### src/logic/FetchPkg.sv
`default_nettype none

package FetchPkg;

    // Halfwords per 64-bit fetch block
    localparam int BLOCK_HALVES = 4;

    // Halfword offset inside a block
    typedef logic [1:0] FetchOff;

    // Byte address divided by 8
    typedef logic [28:0] BlockAddr;

    localparam logic [31:0] RESET_PC = 32'h0000_0000;

    typedef struct packed {
        logic [BLOCK_HALVES-1:0][15:0] halves;
        BlockAddr addr;
        // First halfword that belongs to the stream after a redirect
        FetchOff firstValid;
    } FetchBlock;

endpackage

`default_nettype wire

### src/logic/InstrPkg.sv
`default_nettype none

package InstrPkg;

    // Instructions handed to the decoder per cycle
    localparam int NUM_INSTRS = 2;

    typedef enum logic [2:0] {
        CLS_OTHER,
        CLS_BRANCH,
        CLS_JUMP,
        CLS_LOAD,
        CLS_STORE
    } InstrClass;

    typedef struct packed {
        // Upper half is zero for compressed instructions
        logic [31:0] instr;
        logic [31:0] pc;
        logic is16bit;
        InstrClass cls;
        logic valid;
    } AlignedInstr;

    typedef AlignedInstr [NUM_INSTRS-1:0] InstrGroup;

endpackage

`default_nettype wire

### src/logic/PriorityEncoder.sv
`timescale 1ns/1ps
`default_nettype none

module PriorityEncoder #(
    parameter int WIDTH = 8,
    parameter int COUNT = 2
) (
    input wire [WIDTH-1:0] data,
    output logic [COUNT-1:0][$clog2(WIDTH)-1:0] idx,
    output logic [COUNT-1:0] idxValid
);
    localparam int IDX_W = $clog2(WIDTH);

    always_comb begin
        logic [WIDTH-1:0] remaining;
        remaining = data;
        for (int c = 0; c < COUNT; c++) begin
            idx[c] = '0;
            idxValid[c] = 1'b0;
            // Scan downwards so the lowest set bit wins
            for (int i = WIDTH - 1; i >= 0; i--) begin
                if (remaining[i]) begin
                    idx[c] = IDX_W'(i);
                    idxValid[c] = 1'b1;
                end
            end
            if (idxValid[c]) begin
                remaining[idx[c]] = 1'b0;
            end
        end
    end

    always_comb begin
        for (int c = 1; c < COUNT; c++) begin
            assert (!idxValid[c] || (idxValid[c-1] && idx[c-1] < idx[c]))
                else $error("PriorityEncoder: lane %0d index not above lane %0d", c, c - 1);
        end
    end

endmodule

`default_nettype wire

### src/logic/StageReg.sv
`timescale 1ns/1ps
`default_nettype none

module StageReg #(
    parameter type T = logic
) (
    input wire clk,
    input wire rst,
    input wire clear,
    input wire inValid,
    input wire T inData,
    output logic inReady,
    output logic outValid,
    output T outData,
    input wire outReady
);

    // Space when empty or when the held entry leaves this cycle
    assign inReady = !outValid || outReady;

    always_ff @(posedge clk or posedge rst) begin
        if (rst) begin
            outValid <= 1'b0;
        end else if (clear) begin
            outValid <= 1'b0;
        end else if (inReady) begin
            outValid <= inValid;
        end
    end

    always_ff @(posedge clk) begin
        if (inReady && inValid) begin
            outData <= inData;
        end
    end

    assert property (@(posedge clk) disable iff (rst)
        outValid && !outReady |=> $stable(outData))
        else $error("StageReg: payload changed while stalled");

endmodule

`default_nettype wire

### src/logic/FetchUnit.sv
`timescale 1ns/1ps
`default_nettype none

module FetchUnit (
    input wire clk,
    input wire rst,
    input wire redirect,
    input wire [31:0] redirectPc,
    output logic [31:0] wbAdr,
    output logic wbCyc,
    output logic wbStb,
    input wire [31:0] wbDat,
    input wire wbAck,
    output logic blkValid,
    output FetchPkg::FetchBlock blkData,
    input wire blkReady
);
    typedef enum logic [2:0] {
        IDLE,
        READ_LO,
        READ_HI,
        HOLD,
        DRAIN
    } FetchState;

    FetchState state;
    FetchPkg::BlockAddr blkAddr;
    FetchPkg::FetchOff firstOff;
    logic [31:0] loWord;
    logic [31:0] hiWord;
    logic readDone;

    assign readDone = wbStb && wbAck;
    assign wbCyc = wbStb;

    // Block is offered straight from the bus on the second ack
    assign blkValid = (state == HOLD) || (state == READ_HI && readDone);

    always_comb begin
        blkData.halves = {(state == HOLD) ? hiWord : wbDat, loWord};
        blkData.addr = blkAddr;
        blkData.firstValid = firstOff;
    end

    always_ff @(posedge clk or posedge rst) begin
        if (rst) begin
            state <= IDLE;
            wbStb <= 1'b0;
            wbAdr <= '0;
            blkAddr <= FetchPkg::RESET_PC[31:3];
            firstOff <= FetchPkg::RESET_PC[2:1];
        end else if (redirect) begin
            blkAddr <= redirectPc[31:3];
            firstOff <= redirectPc[2:1];
            // An open read must still finish on the bus
            if (wbStb && !wbAck) begin
                state <= DRAIN;
            end else begin
                wbStb <= 1'b0;
                state <= IDLE;
            end
        end else begin
            case (state)
                IDLE: begin
                    wbStb <= 1'b1;
                    wbAdr <= {blkAddr, 3'b000};
                    state <= READ_LO;
                end
                READ_LO: begin
                    if (readDone) begin
                        wbStb <= 1'b0;
                        state <= READ_HI;
                    end
                end
                READ_HI: begin
                    if (!wbStb) begin
                        wbStb <= 1'b1;
                        wbAdr <= {blkAddr, 3'b100};
                    end else if (wbAck) begin
                        wbStb <= 1'b0;
                        if (blkReady) begin
                            blkAddr <= blkAddr + 1'b1;
                            firstOff <= '0;
                            state <= IDLE;
                        end else begin
                            state <= HOLD;
                        end
                    end
                end
                HOLD: begin
                    if (blkReady) begin
                        blkAddr <= blkAddr + 1'b1;
                        firstOff <= '0;
                        state <= IDLE;
                    end
                end
                DRAIN: begin
                    if (wbAck) begin
                        wbStb <= 1'b0;
                        state <= IDLE;
                    end
                end
                default: state <= IDLE;
            endcase
        end
    end

    always_ff @(posedge clk) begin
        if (readDone && state == READ_LO) begin
            loWord <= wbDat;
        end
        if (readDone && state == READ_HI) begin
            hiWord <= wbDat;
        end
    end

    // Wishbone classic: request held with a fixed address until ack
    assert property (@(posedge clk) disable iff (rst)
        wbStb && !wbAck |=> wbStb && $stable(wbAdr))
        else $error("FetchUnit: bus request dropped or moved before ack");

endmodule

`default_nettype wire

### src/logic/InstrAligner.sv
`timescale 1ns/1ps
`default_nettype none

module InstrAligner (
    input wire clk,
    input wire rst,
    input wire clear,
    input wire inValid,
    input wire FetchPkg::FetchBlock inBlock,
    output logic accept,
    output InstrPkg::InstrGroup group,
    input wire groupReady
);
    localparam int HALVES = FetchPkg::BLOCK_HALVES;
    localparam int WIN = 2 * HALVES;
    localparam int IDX_W = $clog2(WIN);

    logic [HALVES-1:0][15:0] histHalves;
    FetchPkg::BlockAddr histAddr;
    logic [HALVES-1:0] histStart;
    // Last accepted block ended with the low half of a 32-bit instruction
    logic histEndSplit;

    logic [HALVES-1:0] curStart;
    logic [WIN-1:0][15:0] win;
    logic [WIN-1:0] winIs32;
    logic [WIN-1:0] rawStart;
    logic [WIN-1:0] selStart;
    logic [WIN-1:0] consumed;
    logic [WIN-1:0] remaining;
    logic [InstrPkg::NUM_INSTRS-1:0][IDX_W-1:0] selIdx;
    logic [InstrPkg::NUM_INSTRS-1:0] selValid;

    // Walk the current block for instruction boundaries
    always_comb begin
        logic startOk;
        startOk = !histEndSplit;
        curStart = '0;
        for (int i = 0; i < HALVES; i++) begin
            if (inValid && startOk && i >= int'(inBlock.firstValid)) begin
                curStart[i] = 1'b1;
                startOk = inBlock.halves[i][1:0] != 2'b11;
            end else begin
                startOk = 1'b1;
            end
        end
    end

    always_comb begin
        win = {inBlock.halves, histHalves};
        for (int j = 0; j < WIN; j++) begin
            winIs32[j] = win[j][1:0] == 2'b11;
        end
        rawStart = {curStart, histStart};
        selStart = rawStart;
        // 32-bit starts wait here until their upper half is in the window
        if (winIs32[WIN-1]) begin
            selStart[WIN-1] = 1'b0;
        end
        if (!inValid && winIs32[HALVES-1]) begin
            selStart[HALVES-1] = 1'b0;
        end
    end

    PriorityEncoder #(
        .WIDTH(WIN),
        .COUNT(InstrPkg::NUM_INSTRS)
    ) startEnc (
        .data(selStart),
        .idx(selIdx),
        .idxValid(selValid)
    );

    always_comb begin
        logic [IDX_W-1:0] pos;
        group = '0;
        consumed = '0;
        for (int k = 0; k < InstrPkg::NUM_INSTRS; k++) begin
            pos = selIdx[k];
            if (selValid[k]) begin
                group[k].instr = {winIs32[pos] ? win[pos + IDX_W'(1)] : 16'h0000, win[pos]};
                group[k].pc = {pos[IDX_W-1] ? inBlock.addr : histAddr, pos[IDX_W-2:0], 1'b0};
                group[k].is16bit = !winIs32[pos];
                group[k].cls = InstrPkg::CLS_OTHER;
                group[k].valid = 1'b1;
                if (groupReady) begin
                    consumed[pos] = 1'b1;
                end
            end
        end
    end

    assign remaining = rawStart & ~consumed;

    // New block only once the history is fully handed out
    assign accept = !(|remaining[HALVES-1:0]);

    always_ff @(posedge clk or posedge rst) begin
        if (rst) begin
            histStart <= '0;
            histEndSplit <= 1'b0;
        end else if (clear) begin
            histStart <= '0;
            histEndSplit <= 1'b0;
        end else if (inValid && accept) begin
            histStart <= remaining[WIN-1:HALVES];
            histEndSplit <= curStart[HALVES-1] && winIs32[WIN-1];
        end else begin
            histStart <= remaining[HALVES-1:0];
        end
    end

    always_ff @(posedge clk) begin
        if (inValid && accept) begin
            histHalves <= inBlock.halves;
            histAddr <= inBlock.addr;
        end
    end

endmodule

`default_nettype wire

### src/logic/PreDecode.sv
`timescale 1ns/1ps
`default_nettype none

module PreDecode (
    input wire InstrPkg::InstrGroup inGroup,
    output InstrPkg::InstrGroup outGroup
);

    function automatic InstrPkg::InstrClass classify(input logic [31:0] instr, input logic is16);
        logic [1:0] quad;
        logic [2:0] funct3;
        InstrPkg::InstrClass cls;
        quad = instr[1:0];
        funct3 = instr[15:13];
        cls = InstrPkg::CLS_OTHER;
        if (!is16) begin
            case (instr[6:0])
                7'b1100011: cls = InstrPkg::CLS_BRANCH;
                7'b1101111, 7'b1100111: cls = InstrPkg::CLS_JUMP;
                7'b0000011: cls = InstrPkg::CLS_LOAD;
                7'b0100011: cls = InstrPkg::CLS_STORE;
                default: cls = InstrPkg::CLS_OTHER;
            endcase
        end else if (quad == 2'b01) begin
            // c.jal, c.j, c.beqz, c.bnez
            if (funct3 == 3'b001 || funct3 == 3'b101) begin
                cls = InstrPkg::CLS_JUMP;
            end else if (funct3 == 3'b110 || funct3 == 3'b111) begin
                cls = InstrPkg::CLS_BRANCH;
            end
        end else begin
            // Quadrants 00 and 10 share the lw/sw encodings
            if (funct3 == 3'b010) begin
                cls = InstrPkg::CLS_LOAD;
            end else if (funct3 == 3'b110) begin
                cls = InstrPkg::CLS_STORE;
            end
        end
        return cls;
    endfunction

    always_comb begin
        outGroup = inGroup;
        for (int k = 0; k < InstrPkg::NUM_INSTRS; k++) begin
            outGroup[k].cls = classify(inGroup[k].instr, inGroup[k].is16bit);
        end
    end

endmodule

`default_nettype wire

### src/logic/Frontend.sv
`timescale 1ns/1ps
`default_nettype none

module Frontend (
    input wire clk,
    input wire rst,
    input wire redirect,
    input wire [31:0] redirectPc,
    output logic [31:0] wbAdr,
    output logic wbCyc,
    output logic wbStb,
    input wire [31:0] wbDat,
    input wire wbAck,
    output logic [InstrPkg::NUM_INSTRS-1:0] outValid,
    output logic [InstrPkg::NUM_INSTRS-1:0][31:0] outPc,
    output logic [InstrPkg::NUM_INSTRS-1:0][31:0] outInstr,
    output logic [InstrPkg::NUM_INSTRS-1:0] outIs16bit,
    output InstrPkg::InstrClass [InstrPkg::NUM_INSTRS-1:0] outClass,
    input wire outReady
);
    logic fetchValid;
    FetchPkg::FetchBlock fetchBlock;
    logic fetchReady;
    logic blkValid;
    FetchPkg::FetchBlock blkData;
    logic blkAccept;
    InstrPkg::InstrGroup alignedGroup;
    InstrPkg::InstrGroup decodedGroup;
    logic groupReady;
    logic grpValid;
    InstrPkg::InstrGroup grpData;

    FetchUnit fetch (
        .clk(clk), .rst(rst), .redirect(redirect), .redirectPc(redirectPc),
        .wbAdr(wbAdr), .wbCyc(wbCyc), .wbStb(wbStb), .wbDat(wbDat), .wbAck(wbAck),
        .blkValid(fetchValid), .blkData(fetchBlock), .blkReady(fetchReady)
    );

    StageReg #(.T(FetchPkg::FetchBlock)) blockReg (
        .clk(clk), .rst(rst), .clear(redirect),
        .inValid(fetchValid), .inData(fetchBlock), .inReady(fetchReady),
        .outValid(blkValid), .outData(blkData), .outReady(blkAccept)
    );

    InstrAligner align (
        .clk(clk), .rst(rst), .clear(redirect),
        .inValid(blkValid), .inBlock(blkData), .accept(blkAccept),
        .group(alignedGroup), .groupReady(groupReady)
    );

    PreDecode predec (
        .inGroup(alignedGroup),
        .outGroup(decodedGroup)
    );

    // Lane 0 is always filled first
    StageReg #(.T(InstrPkg::InstrGroup)) outReg (
        .clk(clk), .rst(rst), .clear(redirect),
        .inValid(decodedGroup[0].valid), .inData(decodedGroup), .inReady(groupReady),
        .outValid(grpValid), .outData(grpData), .outReady(outReady)
    );

    for (genvar k = 0; k < InstrPkg::NUM_INSTRS; k++) begin : lane
        assign outValid[k] = grpValid && grpData[k].valid;
        assign outPc[k] = grpData[k].pc;
        assign outInstr[k] = grpData[k].instr;
        assign outIs16bit[k] = grpData[k].is16bit;
        assign outClass[k] = grpData[k].cls;
    end

endmodule

`default_nettype wire

### config.mk
export PLATFORM = sky130hd
export DESIGN_NAME = Frontend
export DESIGN_NICKNAME = d
export VERILOG_FILES = /design/src/logic/FetchPkg.sv /design/src/logic/InstrPkg.sv /design/src/logic/PriorityEncoder.sv /design/src/logic/StageReg.sv /design/src/logic/FetchUnit.sv /design/src/logic/InstrAligner.sv /design/src/logic/PreDecode.sv /design/src/logic/Frontend.sv
export SDC_FILE = /design/constraint.sdc
export NUM_CORES = 1
export LEC_CHECK = 0
export BUFFER_PORTS_ARGS = -buffer_cell sky130_fd_sc_hd__buf_2
export CORE_MARGIN = 2
export CORE_UTILIZATION = 50
export CTS_BUF_LIST = sky130_fd_sc_hd__clkbuf_4 sky130_fd_sc_hd__clkbuf_8
export CTS_CLUSTER_DIAMETER = 200
export DETAILED_ROUTE_END_ITERATION = 10
export HOLD_SLACK_MARGIN = 0.1
export PLACE_DENSITY_LB_ADDON = 0.3
export SLEW_MARGIN = 10
export SYNTH_ARGS = -nofsm -noshare
export SYNTH_HDL_FRONTEND = slang
export SYNTH_SLANG_ARGS = --single-unit
### constraint.sdc
create_clock -name clk -period 8.5 [get_ports clk]
set_input_delay 1.275 -clock clk [delete_from_list [all_inputs] [get_ports clk]]
set_output_delay 1.275 -clock clk [all_outputs]
set_load 0.01 [all_outputs]
Word level (Yosys, flattened, before mapping). Index checks and enable logic that the tools add are counted.

ROM bits: 0. Register bits after elaboration: 464. Bits in latches: 0. Memories kept: 0. RAM bits: 0. Output and inout port bits: 172. Input bits: 69.

Div/mod/pow operators: 0. Bitwise gates (word level): 6. Equal/unequal tests: 44. Shift operators: 0. $mul: 0. Order comparisons: 9. Reductions and logical operators: 50. Add/subtract/negate cells: 3. Multiplexer cells: 117.

Operator list (number): binary-select mux 16 bit (select 3 bit) (4); two-way mux 29 bit (6); two-way mux 53 bit (2); two-way mux 3 bit (33); two-way mux 16 bit (4); two-way mux 32 bit (2); one-hot mux 32 bit (2 select lines) (1); one-hot mux 29 bit (2 select lines) (1); two-way mux 1 bit (43); == test 7 bit, second input constant (6); two-way mux 8 bit (5); adder 29 x 1 -> 29 bit, second input constant (1); one-hot mux 3 bit (4 select lines) (2); == test 3 bit, second input constant (7); logical AND 1 bit (20); AND 8 bit (2); == test 2 bit, second input constant (8); < comparator 3 x 4 -> 1 bit, second input constant (4); NOT 8 bit (2); one-hot mux 3 bit (5 select lines) (1); == test 7 x 2 -> 1 bit, second input constant (2); == test 7 x 6 -> 1 bit, second input constant (2); == test 3 x 2 -> 1 bit, second input constant (4); two-way mux 2 bit (5); other kinds (28) (62).

Longest topological paths before layout. Gate-level depths: netlist of the first run.

Depth after elaboration: 53. Depth in mapped cells: 17. Gate-level depth less buffers: 12.

Hierarchy. A second synthesis of the first run with hierarchy kept.

Cell total of the unflattened synthesis: 1639. Area total of the unflattened synthesis: 22893.2 um^2.

Modules (own cells, without submodules): InstrAligner (cells each 755, times used 1, area an instance 8645.8 um^2, sequential area each 2917.8 um^2); FetchUnit (cells each 419, times used 1, area an instance 5564.1 um^2, sequential area each 3548.4 um^2); StageReg at outReg (cells each 144, times used 1, area an instance 4207.8 um^2, sequential area each 4169.0 um^2); StageReg at blockReg (cells each 101, times used 1, area an instance 2916.5 um^2, sequential area each 2877.8 um^2); PreDecode (cells each 171, times used 1, area an instance 1241.2 um^2, sequential area each 0.0 um^2); PriorityEncoder (cells each 47, times used 1, area an instance 305.3 um^2, sequential area each 0.0 um^2); Frontend (cells each 2, times used 1, area an instance 12.5 um^2, sequential area each 0.0 um^2).

Least setup slack after synthesis of the first run. No wires, ideal clock.

Path kind: input to register. From: in outReady. To: reg outReg.outData[0] (netlist bit), enable pin. Cell stages on the path: 2. Slack: 0.850 ns. Arrival: 7.017 ns. Cells stage by stage: nor2b_1 -> nor2_1.

Longest elaborated chain between the ends: 2.

RTL lines: start, declared (line Frontend.sv:19) `input wire outReady`; logical OR 1 bit (line StageReg.sv:19) `assign inReady = !outValid || outReady;`; logical AND 1 bit (line StageReg.sv:32) `if (inReady && inValid) begin`; end signal, assigned (line StageReg.sv:33) `outData <= inData;`; end, declared (line StageReg.sv:14) `output T outData,`.

No other way between the ends. A chain may end at the register's enable or synchronous reset.

Worst setup path in the final report of the first run.
From: reg align.histStart[2]. To: reg outReg.outData[127] (netlist bit) (data pin).

Longest elaborated chain between the ends: 21.

RTL lines: start, declared (line InstrAligner.sv:20) `logic [HALVES-1:0] histStart;`; start signal, assigned (line InstrAligner.sv:106) `histStart <= remaining[WIN-1:HALVES];`; start signal, assigned (line InstrAligner.sv:109) `histStart <= remaining[HALVES-1:0];`; two-way mux 3 bit (3 in series) (line PriorityEncoder.sv:22) `if (remaining[i]) begin`; < comparator 3 x 4 -> 1 bit (not written as such) / >= comparator 3 x 1 -> 1 bit (equally long branches) (line PriorityEncoder.sv:28) `remaining[idx[c]] = 1'b0;`; logical AND 1 bit (not written as such) (line PriorityEncoder.sv:28); two-way mux 1 bit (not written as such) (line PriorityEncoder.sv:28); demux 1 bit (select 3 bit) (line PriorityEncoder.sv:28); NOT 8 bit (no source line); AND 8 bit (no source line); two-way mux 8 bit (*) (line PriorityEncoder.sv:27) `if (idxValid[c]) begin`; two-way mux 3 bit (8 in series) (line PriorityEncoder.sv:22); adder 3 x 1 -> 3 bit / binary-select mux 1 bit (select 3 bit) (equally long branches) (line InstrAligner.sv:81) `group[k].instr = {winIs32[pos] ? win[pos + IDX_W'(1)] : 16'h0000, win[pos]};`; binary-select mux 16 bit (select 3 bit) / two-way mux 1 bit (equally long branches) (line InstrAligner.sv:81); two-way mux 16 bit (not written as such) / AND reduction 2 bit (equally long branches).

Every way passes the cells marked *; elsewhere a longest branch is shown, timed or not. The select of a mux whose other input is x is not followed.

==> results of run 1 <==
[flip-flops by register name, summed over array words and instances (netlist names)]
register / cells
align.histAddr: 29
align.histEndSplit: 1
align.histHalves: 64
align.histStart: 4
blockReg.outData: 95
blockReg.outValid: 1
fetch.blkAddr: 29
fetch.firstOff: 2
fetch.hiWord: 32
fetch.loWord: 32
fetch.state: 3
fetch.wbAdr: 30
fetch.wbCyc: 1
outReg.outData: 136
outReg.outValid: 1
[layout by cell type, fill, tap and decap left out, types with 6 or more instances in the layout]
master      n
a21oi_1    86
a222oi_1    7
a22o_1     29
a31oi_1    10
and2_1     13
and3_1     10
buf_2     235
buf_4      29
clkbuf_4   23
clkbuf_8   80
clkinv_1   15
clkinv_2    9
dfrtp_1    72
edfxtp_1  388
inv_1      24
mux2_2     76
mux2i_1    27
mux4_2     64
nand2_1   265
nand3_1    53
nand4_1     7
nor2_1     48
nor3_1     19
o21ai_0    35
o21ai_1    15
o221a_2     6
o221ai_1    9
o22ai_1    27
o31a_1     14
xnor2_1    15
xor2_1     14
[critical path, cell delays in order, from the launching register on]
cell and delay, ns:
dfrtp_1 0.63, nor4_1 0.75, and2b_1 0.29, nand3_1 0.58
and2_1 0.43, nor3_4 0.62, inv_2 0.33, o2111ai_1 0.16
mux2i_1 0.20, nand2_1 0.78, a21oi_1 0.18
[synthesized netlist by cell type (13+ instances only)]
cell type  instances
buf_2             23
xor2_1            16
a21oi_1           87
nor3_1            19
o21ai_1           16
clkbuf_1          59
o31a_1            14
and2_1            13
mux4_2            64
xnor2_1           17
a22o_1            29
o21ai_0           35
inv_1             26
nand2_1          266
mux2_2            76
dfrtp_1           72
o22ai_1           27
edfxtp_1         388
mux2i_1           27
nor2_1            53
nand3_1           53
buf_4            143
[power breakdown]
part | total [W] | switching, W | leakage, nW | internal [W]
clock | 0.00204 | 0.000906 | 0.834 | 0.00114
sequential | 0.00265 | 0.0000846 | 4.20 | 0.00256
combinational | 0.000395 | 0.000222 | 3.75 | 0.000173
[per-stage QoR]
step	setup slack, ns	hold WS [ns]	power, W	util
3_5_place_dp	3.454	0.4045	0.003087	0.5226
4_1_cts	3.403	0.3926	0.005119	0.5587
5_1_grt	3.074	0.4076	0.005259	0.5588
3_3_place_gp	3.445	0.4010	0.003077	0.5226
2_1_floorplan	0.8502	0.4003	0.002946	-
6_report	3.213	0.3885	0.005085	0.5589
[cell families after synthesis]
family / share of synthesized area
xor+xnor: 0.01293
fa+ha+maj: 0.002575
compound gates: 0.09431
mux: 0.1159
simple gates: 0.1011
buf+inv: 0.07120
other cells: 0.0001678
flops: 0.6018
[worst min path at each step]
stage | endpoint | from | depth (start not counted) | slack, ns
2_1_floorplan | blockReg.outData[31] | fetch.loWord[0] | 0 | 0.40
3_3_place_gp | blockReg.outData[48] | fetch.loWord[17] | 0 | 0.40
3_5_place_dp | blockReg.outData[32] | fetch.loWord[1] | 0 | 0.40
4_1_cts | blockReg.outData[36] | fetch.loWord[5] | 0 | 0.39
5_1_grt | blockReg.outData[36] | fetch.loWord[5] | 0 | 0.41
6_report | blockReg.outData[36] | fetch.loWord[5] | 0 | 0.39
[layer usage]
layer  routed length [um]  share of wire  vias to the layer above
met5                   69         0.0012                        -
met4                 1781          0.030                       12
met3                 6657           0.11                      164
met2                26540           0.45                      880
met1                24370           0.41                     7370
li1                     -              -                     6543
[area by class of cell]
| type | count | share of cell area |
|---|---|---|
| timing repair buffer | 264 | 0.05640 |
| antenna | 3 | 0.0003038 |
| multi-input combinational | 989 | 0.2998 |
| sequential | 460 | 0.5443 |
| clock inverter | 36 | 0.01296 |
| tap | 592 | 0.02997 |
| inverter | 30 | 0.004708 |
| clock buffer | 103 | 0.05154 |
==> results.py, run 1 <==
metrics = {
    "route": {
        "firstDrtPassIters": 7,
        "drt_iter0_drc": 1856,
        "routed_wl_um": 59410,
        "viasPerCell": 6.043,
        "wl_per_cell_um": 23.99,
        "drc": 0,
        "num_vias": 14970,
        "final_antenna_net_count": 0,
    },
    "sta": {
        "worst_pin_slew_ns": 1.317,
        "slew_headroom": 0.1180,
        "period_share": 0.6220,
        "rsz0062_at_grt": "false",
        "report.final.hold_viol_count": 0,
        "setup_viol": 0,
        "fin_worst_skew_ns": 0.04396,
        "timing.fmax_ghz": 0.1891,
        "finalCriticalPeriod_ns": 5.287,
        "slew_viol_final": 0,
        "setup_tns_ns": 0,
    },
    "worst_setup_path": {
        "r2r_slack_ns": 3.21,
        "endpoint_kind": "register",
        "critical_path_required_ns": 8.86,
        "r2r-end": "outReg.outData[127]",
        "crit_path_end": "outReg.outData[127]",
        "worstReg2RegStart": "align.histStart[2]",
        "path_max_fanout": 19,
        "cp.arrival_ns": 5.64,
        "ff2ff_path_depth": 10,
        "cp-startpoint": "align.histStart[2]",
        "start_kind": "register",
        "critPathKind": "register to register",
    },
    "final_layout": {
        "regArea_sq_mm": 0.01345,
        "fillers": 3557,
        "multi_input_area_sq_mm": 0.007408,
        "post_layout_nonfiller_instances": 2477,
        "fin_nets": 1895,
        "fin_area_sq_mm": 0.02471,
        "syn_to_final_growth_pct": 10.56,
        "layout-drive-gt1-share": 0.3135,
    },
    "clock_network": {
        "ctsHtreeMaxLevel": 3,
        "clk_pin_slew_ns": 0.06,
        "hold_buffers": 0,
        "cts_root_buffer": "clkbuf_8",
        "cts_setup_buffers": 0,
        "cts_resized": 0,
        "cts_buffers": 78,
        "cts_sinks": 460,
        "clk_path_buf_depth": 3,
        "clk_latency_ns": 0.69,
        "cts_tree": "built",
    },
    "floorplan": {
        "die_w_um": 215.4,
        "die_y_um": 215.4,
        "dieArea_sq_mm": 0.04641,
        "rows": 77,
        "initial_core_util": 0.5055,
        "core_area_sq_mm": 0.04422,
        "io_pins": 241,
    },
    "synth": {
        "yosysSeqAreaShare": 0.6018,
        "synthFlopType": "edfxtp_1",
        "yosysUniqueCellTypes": 89,
        "yosysWarnings": 0,
        "syn_area_per_cell_sq_um": 13.05,
        "synth_area_leader_cell": "edfxtp_1",
        "synth-async-reset-ratio": 0.1565,
        "ys_ff_latch": 460,
        "synth_area_leaders": "edfxtp_1 (52%), dfrtp_1 (8.1%), mux4_2 (6.4%)",
        "synth_edf_count": 388,
        "synthesis.area_sq_mm": 0.02235,
        "yosys.area.top_type_share": 0.5212,
        "syn_inst": 1713,
    },
    "global_route": {
        "grt_pass1_vias": 14300,
        "grt_pass1_wl_um": 88640,
        "grt_remaining_overflow": 0,
        "use_met2": 0.3768,
        "track_usage": 0.2546,
        "use_met1": 0.3572,
        "grt_max_degree": 76,
        "use_met3": 0.07893,
        "grt.busiest_layer": "met2",
        "antenna_found_initial": 9,
    },
    "placed_design": {
        "postPlaceCellArea_sq_mm": 0.02311,
        "place_inst": 2335,
        "dp_hpwl_um": 38530,
        "port-buffer-count": 235,
        "routabilityCongestion": 0.9347,
    },
    "power_and_ir_drop": {
        "p_leak_nw": 8.785,
        "vdd_drop_max_mv": 0.1326,
        "power_density_mw_per_mm2": 205.8,
    },
    "job": {
        "drv_cap": 0,
    },
    "status": {
        "status": "completed",
    },
    "min_path": {
        "hold_class": "register to register",
    },
}
(Power assumes the default switching activity.)
==> run 2: changes to the inputs <==
Clock period 8.5 ns to 4.3 ns, I/O delays scaled along.
==> run 2 against run 1 <==
Register-to-register slack worse by 2.9 ns. Largest power group unchanged. Via count up 0.23%. Global-route usage up 0.29 points. Cell area up 1.4%. Highest routed layer unchanged. Sequential power up 97%. Routed wire length up 0.24%. Clock skew down 0.0015 ns. Sequential share of layout area down 0.75 points. Clock-buffer cell count down 5. Worst hold slack worse by 0.19 ns. Largest cell class unchanged.
==> results.py, run 2 (same netlist as run 1, synthesis figures left out) <==
metrics = {
    "worst_setup_path": {
        "critical_path_required_ns": 4.74,
        "crit_chain": "nand3b_1, nand2_1, o21ai_0, a21oi_1, or2_2, buf_4, mux2_2, a221o_1, inv_1, nand2_1, buf_4, a21oi_1",
        "cp.arrival_ns": 4.38,
        "critical_path_buf_inv_count": 3,
        "crit_family": "compound AO/OA/AOI/OAI gates",
        "crit_slowest_cell": "dfrtp_1",
        "start_kind": "register",
        "endpoint_kind": "register",
        "path_max_fanout": 13,
        "cpPeakStageDelay_ns": 0.48,
        "critPathKind": "register to register",
    },
    "route": {
        "routed_wl_um": 59550,
        "drt_iter0_drc": 2023,
        "final_antenna_net_count": 0,
        "top_layer_used": "met5",
        "num_vias": 15000,
        "routed-wl-met2_um": 26480,
        "firstDrtPassIters": 8,
        "viasPerCell": 5.949,
        "route.layer.met1.wl_um": 24530,
        "wl_per_cell_um": 23.61,
        "drc": 0,
        "wl_met3_um": 6888,
    },
    "sta": {
        "setup_viol": 0,
        "fin_worst_skew_ns": 0.04244,
        "rsz0062_at_grt": "false",
        "timing.fmax_ghz": 0.2537,
        "period_share": 0.9165,
        "finalCriticalPeriod_ns": 3.941,
        "slew_viol_final": 0,
        "worst_pin_slew_ns": 1.045,
        "slew_headroom": 0.2977,
        "report.final.hold_viol_count": 0,
        "fin_ws_ns": 0.3591,
        "setup_tns_ns": 0,
    },
    "clock_network": {
        "cts_tree": "built",
        "ctsHtreeMaxLevel": 3,
        "cts_buffers": 74,
        "cts_resized": 0,
        "clk_path_buf_depth": 3,
        "cts_root_buffer": "clkbuf_8",
        "clk_latency_ns": 0.68,
        "cts_sinks": 460,
        "clk_pin_slew_ns": 0.06,
    },
    "min_path": {
        "hold_class": "primary input to register",
    },
    "global_route": {
        "grt_remaining_overflow": 0,
        "grt_max_degree": 100,
        "grt_pass1_vias": 14610,
        "track_usage": 0.2574,
        "grt_pass1_wl_um": 89750,
        "antenna_found_initial": 4,
    },
    "final_layout": {
        "largest_reg_flops": 136,
        "multi_input_area_sq_mm": 0.007361,
        "fin_util": 0.5667,
        "regArea_sq_mm": 0.01345,
        "final_cell_mix": "edfxtp_1 (388), nand2_1 (265), buf_2 (235)",
        "fillers": 3600,
        "layout-drive-gt1-share": 0.3243,
        "regMostFlops": "outReg.outData",
        "layout_commonest_cell": "edfxtp_1",
        "largest_registers": "outReg.outData x136, blockReg.outData x95, align.histHalves x64",
        "syn_to_final_growth_pct": 12.10,
        "fin_nets": 1945,
    },
    "power_and_ir_drop": {
        "vdd_drop_max_mv": 0.3900,
        "power_density_mw_per_mm2": 387.7,
        "p_leak_nw": 8.989,
        "seqPwrFrac": 0.539,
        "power_w": 0.009715,
        "internal_power_w": 0.007390,
        "switching_share": 0.2393,
        "power_frac_comb": 0.083,
        "power.switching_w": 0.002325,
        "power.share.clock": 0.378,
    },
    "placed_design": {
        "port-buffer-count": 235,
        "dp_hpwl_um": 41010,
        "routabilityCongestion": 0.9775,
        "post-place-ws_ns": 0.5219,
    },
    "floorplan": {
        "dieArea_sq_mm": 0.04641,
        "core_area_sq_mm": 0.04422,
        "rows": 77,
        "initial_core_util": 0.5055,
        "die_w_um": 215.4,
        "io_pins": 241,
        "die_y_um": 215.4,
    },
    "status": {
        "status": "completed",
    },
    "job": {
        "drv_cap": 0,
    },
}
run 2: cell count changes in the layout (fill, tap and decap cells not counted), sizes merged:
cell / change
buf: +53
bufinv: -3
clkbuf: -5
clkinv: -2
clkinvlp: +3
dlygate4sd3: +1
inv: -2
run 2: layout make-up:
class                      instances  area share
sequential                       460      0.5368
clock buffer                      98     0.04833
inverter                          30    0.004693
antenna                            3   0.0002996
clock inverter                    32    0.008638
multi-input combinational        989      0.2937
tap                              592     0.02956
timing repair buffer             318     0.07789
run 2: stage by stage:
| stage | cells | area, sq um | hold WS, ns |
|---|---|---|---|
| finish | 2522 | 25060 | 0.1948 |
| global route | 2519 | 25050 | 0.1675 |
| CTS | 2519 | 25050 | 0.1418 |
| detailed placement | 2388 | 23610 | 0.4045 |
| global placement | 2388 | 23610 | 0.4005 |
| floorplan | 1716 | 22380 | 0.4003 |
run 2: path summary, 6_finish.rpt:
| check | endpoint | cells after the start | slack [ns] | start |
|---|---|---|---|---|
| max | outReg.outData[66] | 12 | 0.36 | blockReg.outValid |
| min | fetch.loWord[29] | 1 | 0.19 | wbDat[29] |
| max reg2reg | outReg.outData[66] | 12 | 0.36 | blockReg.outValid |
| min reg2reg | blockReg.outData[33] | 0 | 0.41 | fetch.loWord[2] |
| max in group asynchronous | fetch.wbAdr[5] | 4 | 2.59 | rst |
| min in group asynchronous | align.histStart[1] | 3 | 0.65 | rst |
run 2: what timing repair did:
action	in CTS	in global routing
buffers inserted	0	0
endpoints found under the hold margin	31	0
hold buffers	1	0
run 2: per-layer routing:
| layer | vias up | track usage |
|---|---|---|
| li1 | 6647 | - |
| met1 | 7339 | 0.3695 |
| met2 | 908 | 0.3761 |
| met3 | 108 | 0.07160 |
| met4 | 2 | 0.09540 |
| met5 | - | 0 |
run 2: power groups by stage:
| stage | sequential, W | combinational, W | clock (W) |
|---|---|---|---|
| finish | 0.00523 | 0.000811 | 0.00367 |
| global route | 0.00526 | 0.000874 | 0.00391 |
| CTS | 0.00523 | 0.000814 | 0.00374 |
| floorplan | 0.00530 | 0.000516 | 0 |
| global placement | 0.00531 | 0.000794 | 0 |
| detailed placement | 0.00532 | 0.000810 | 0 |
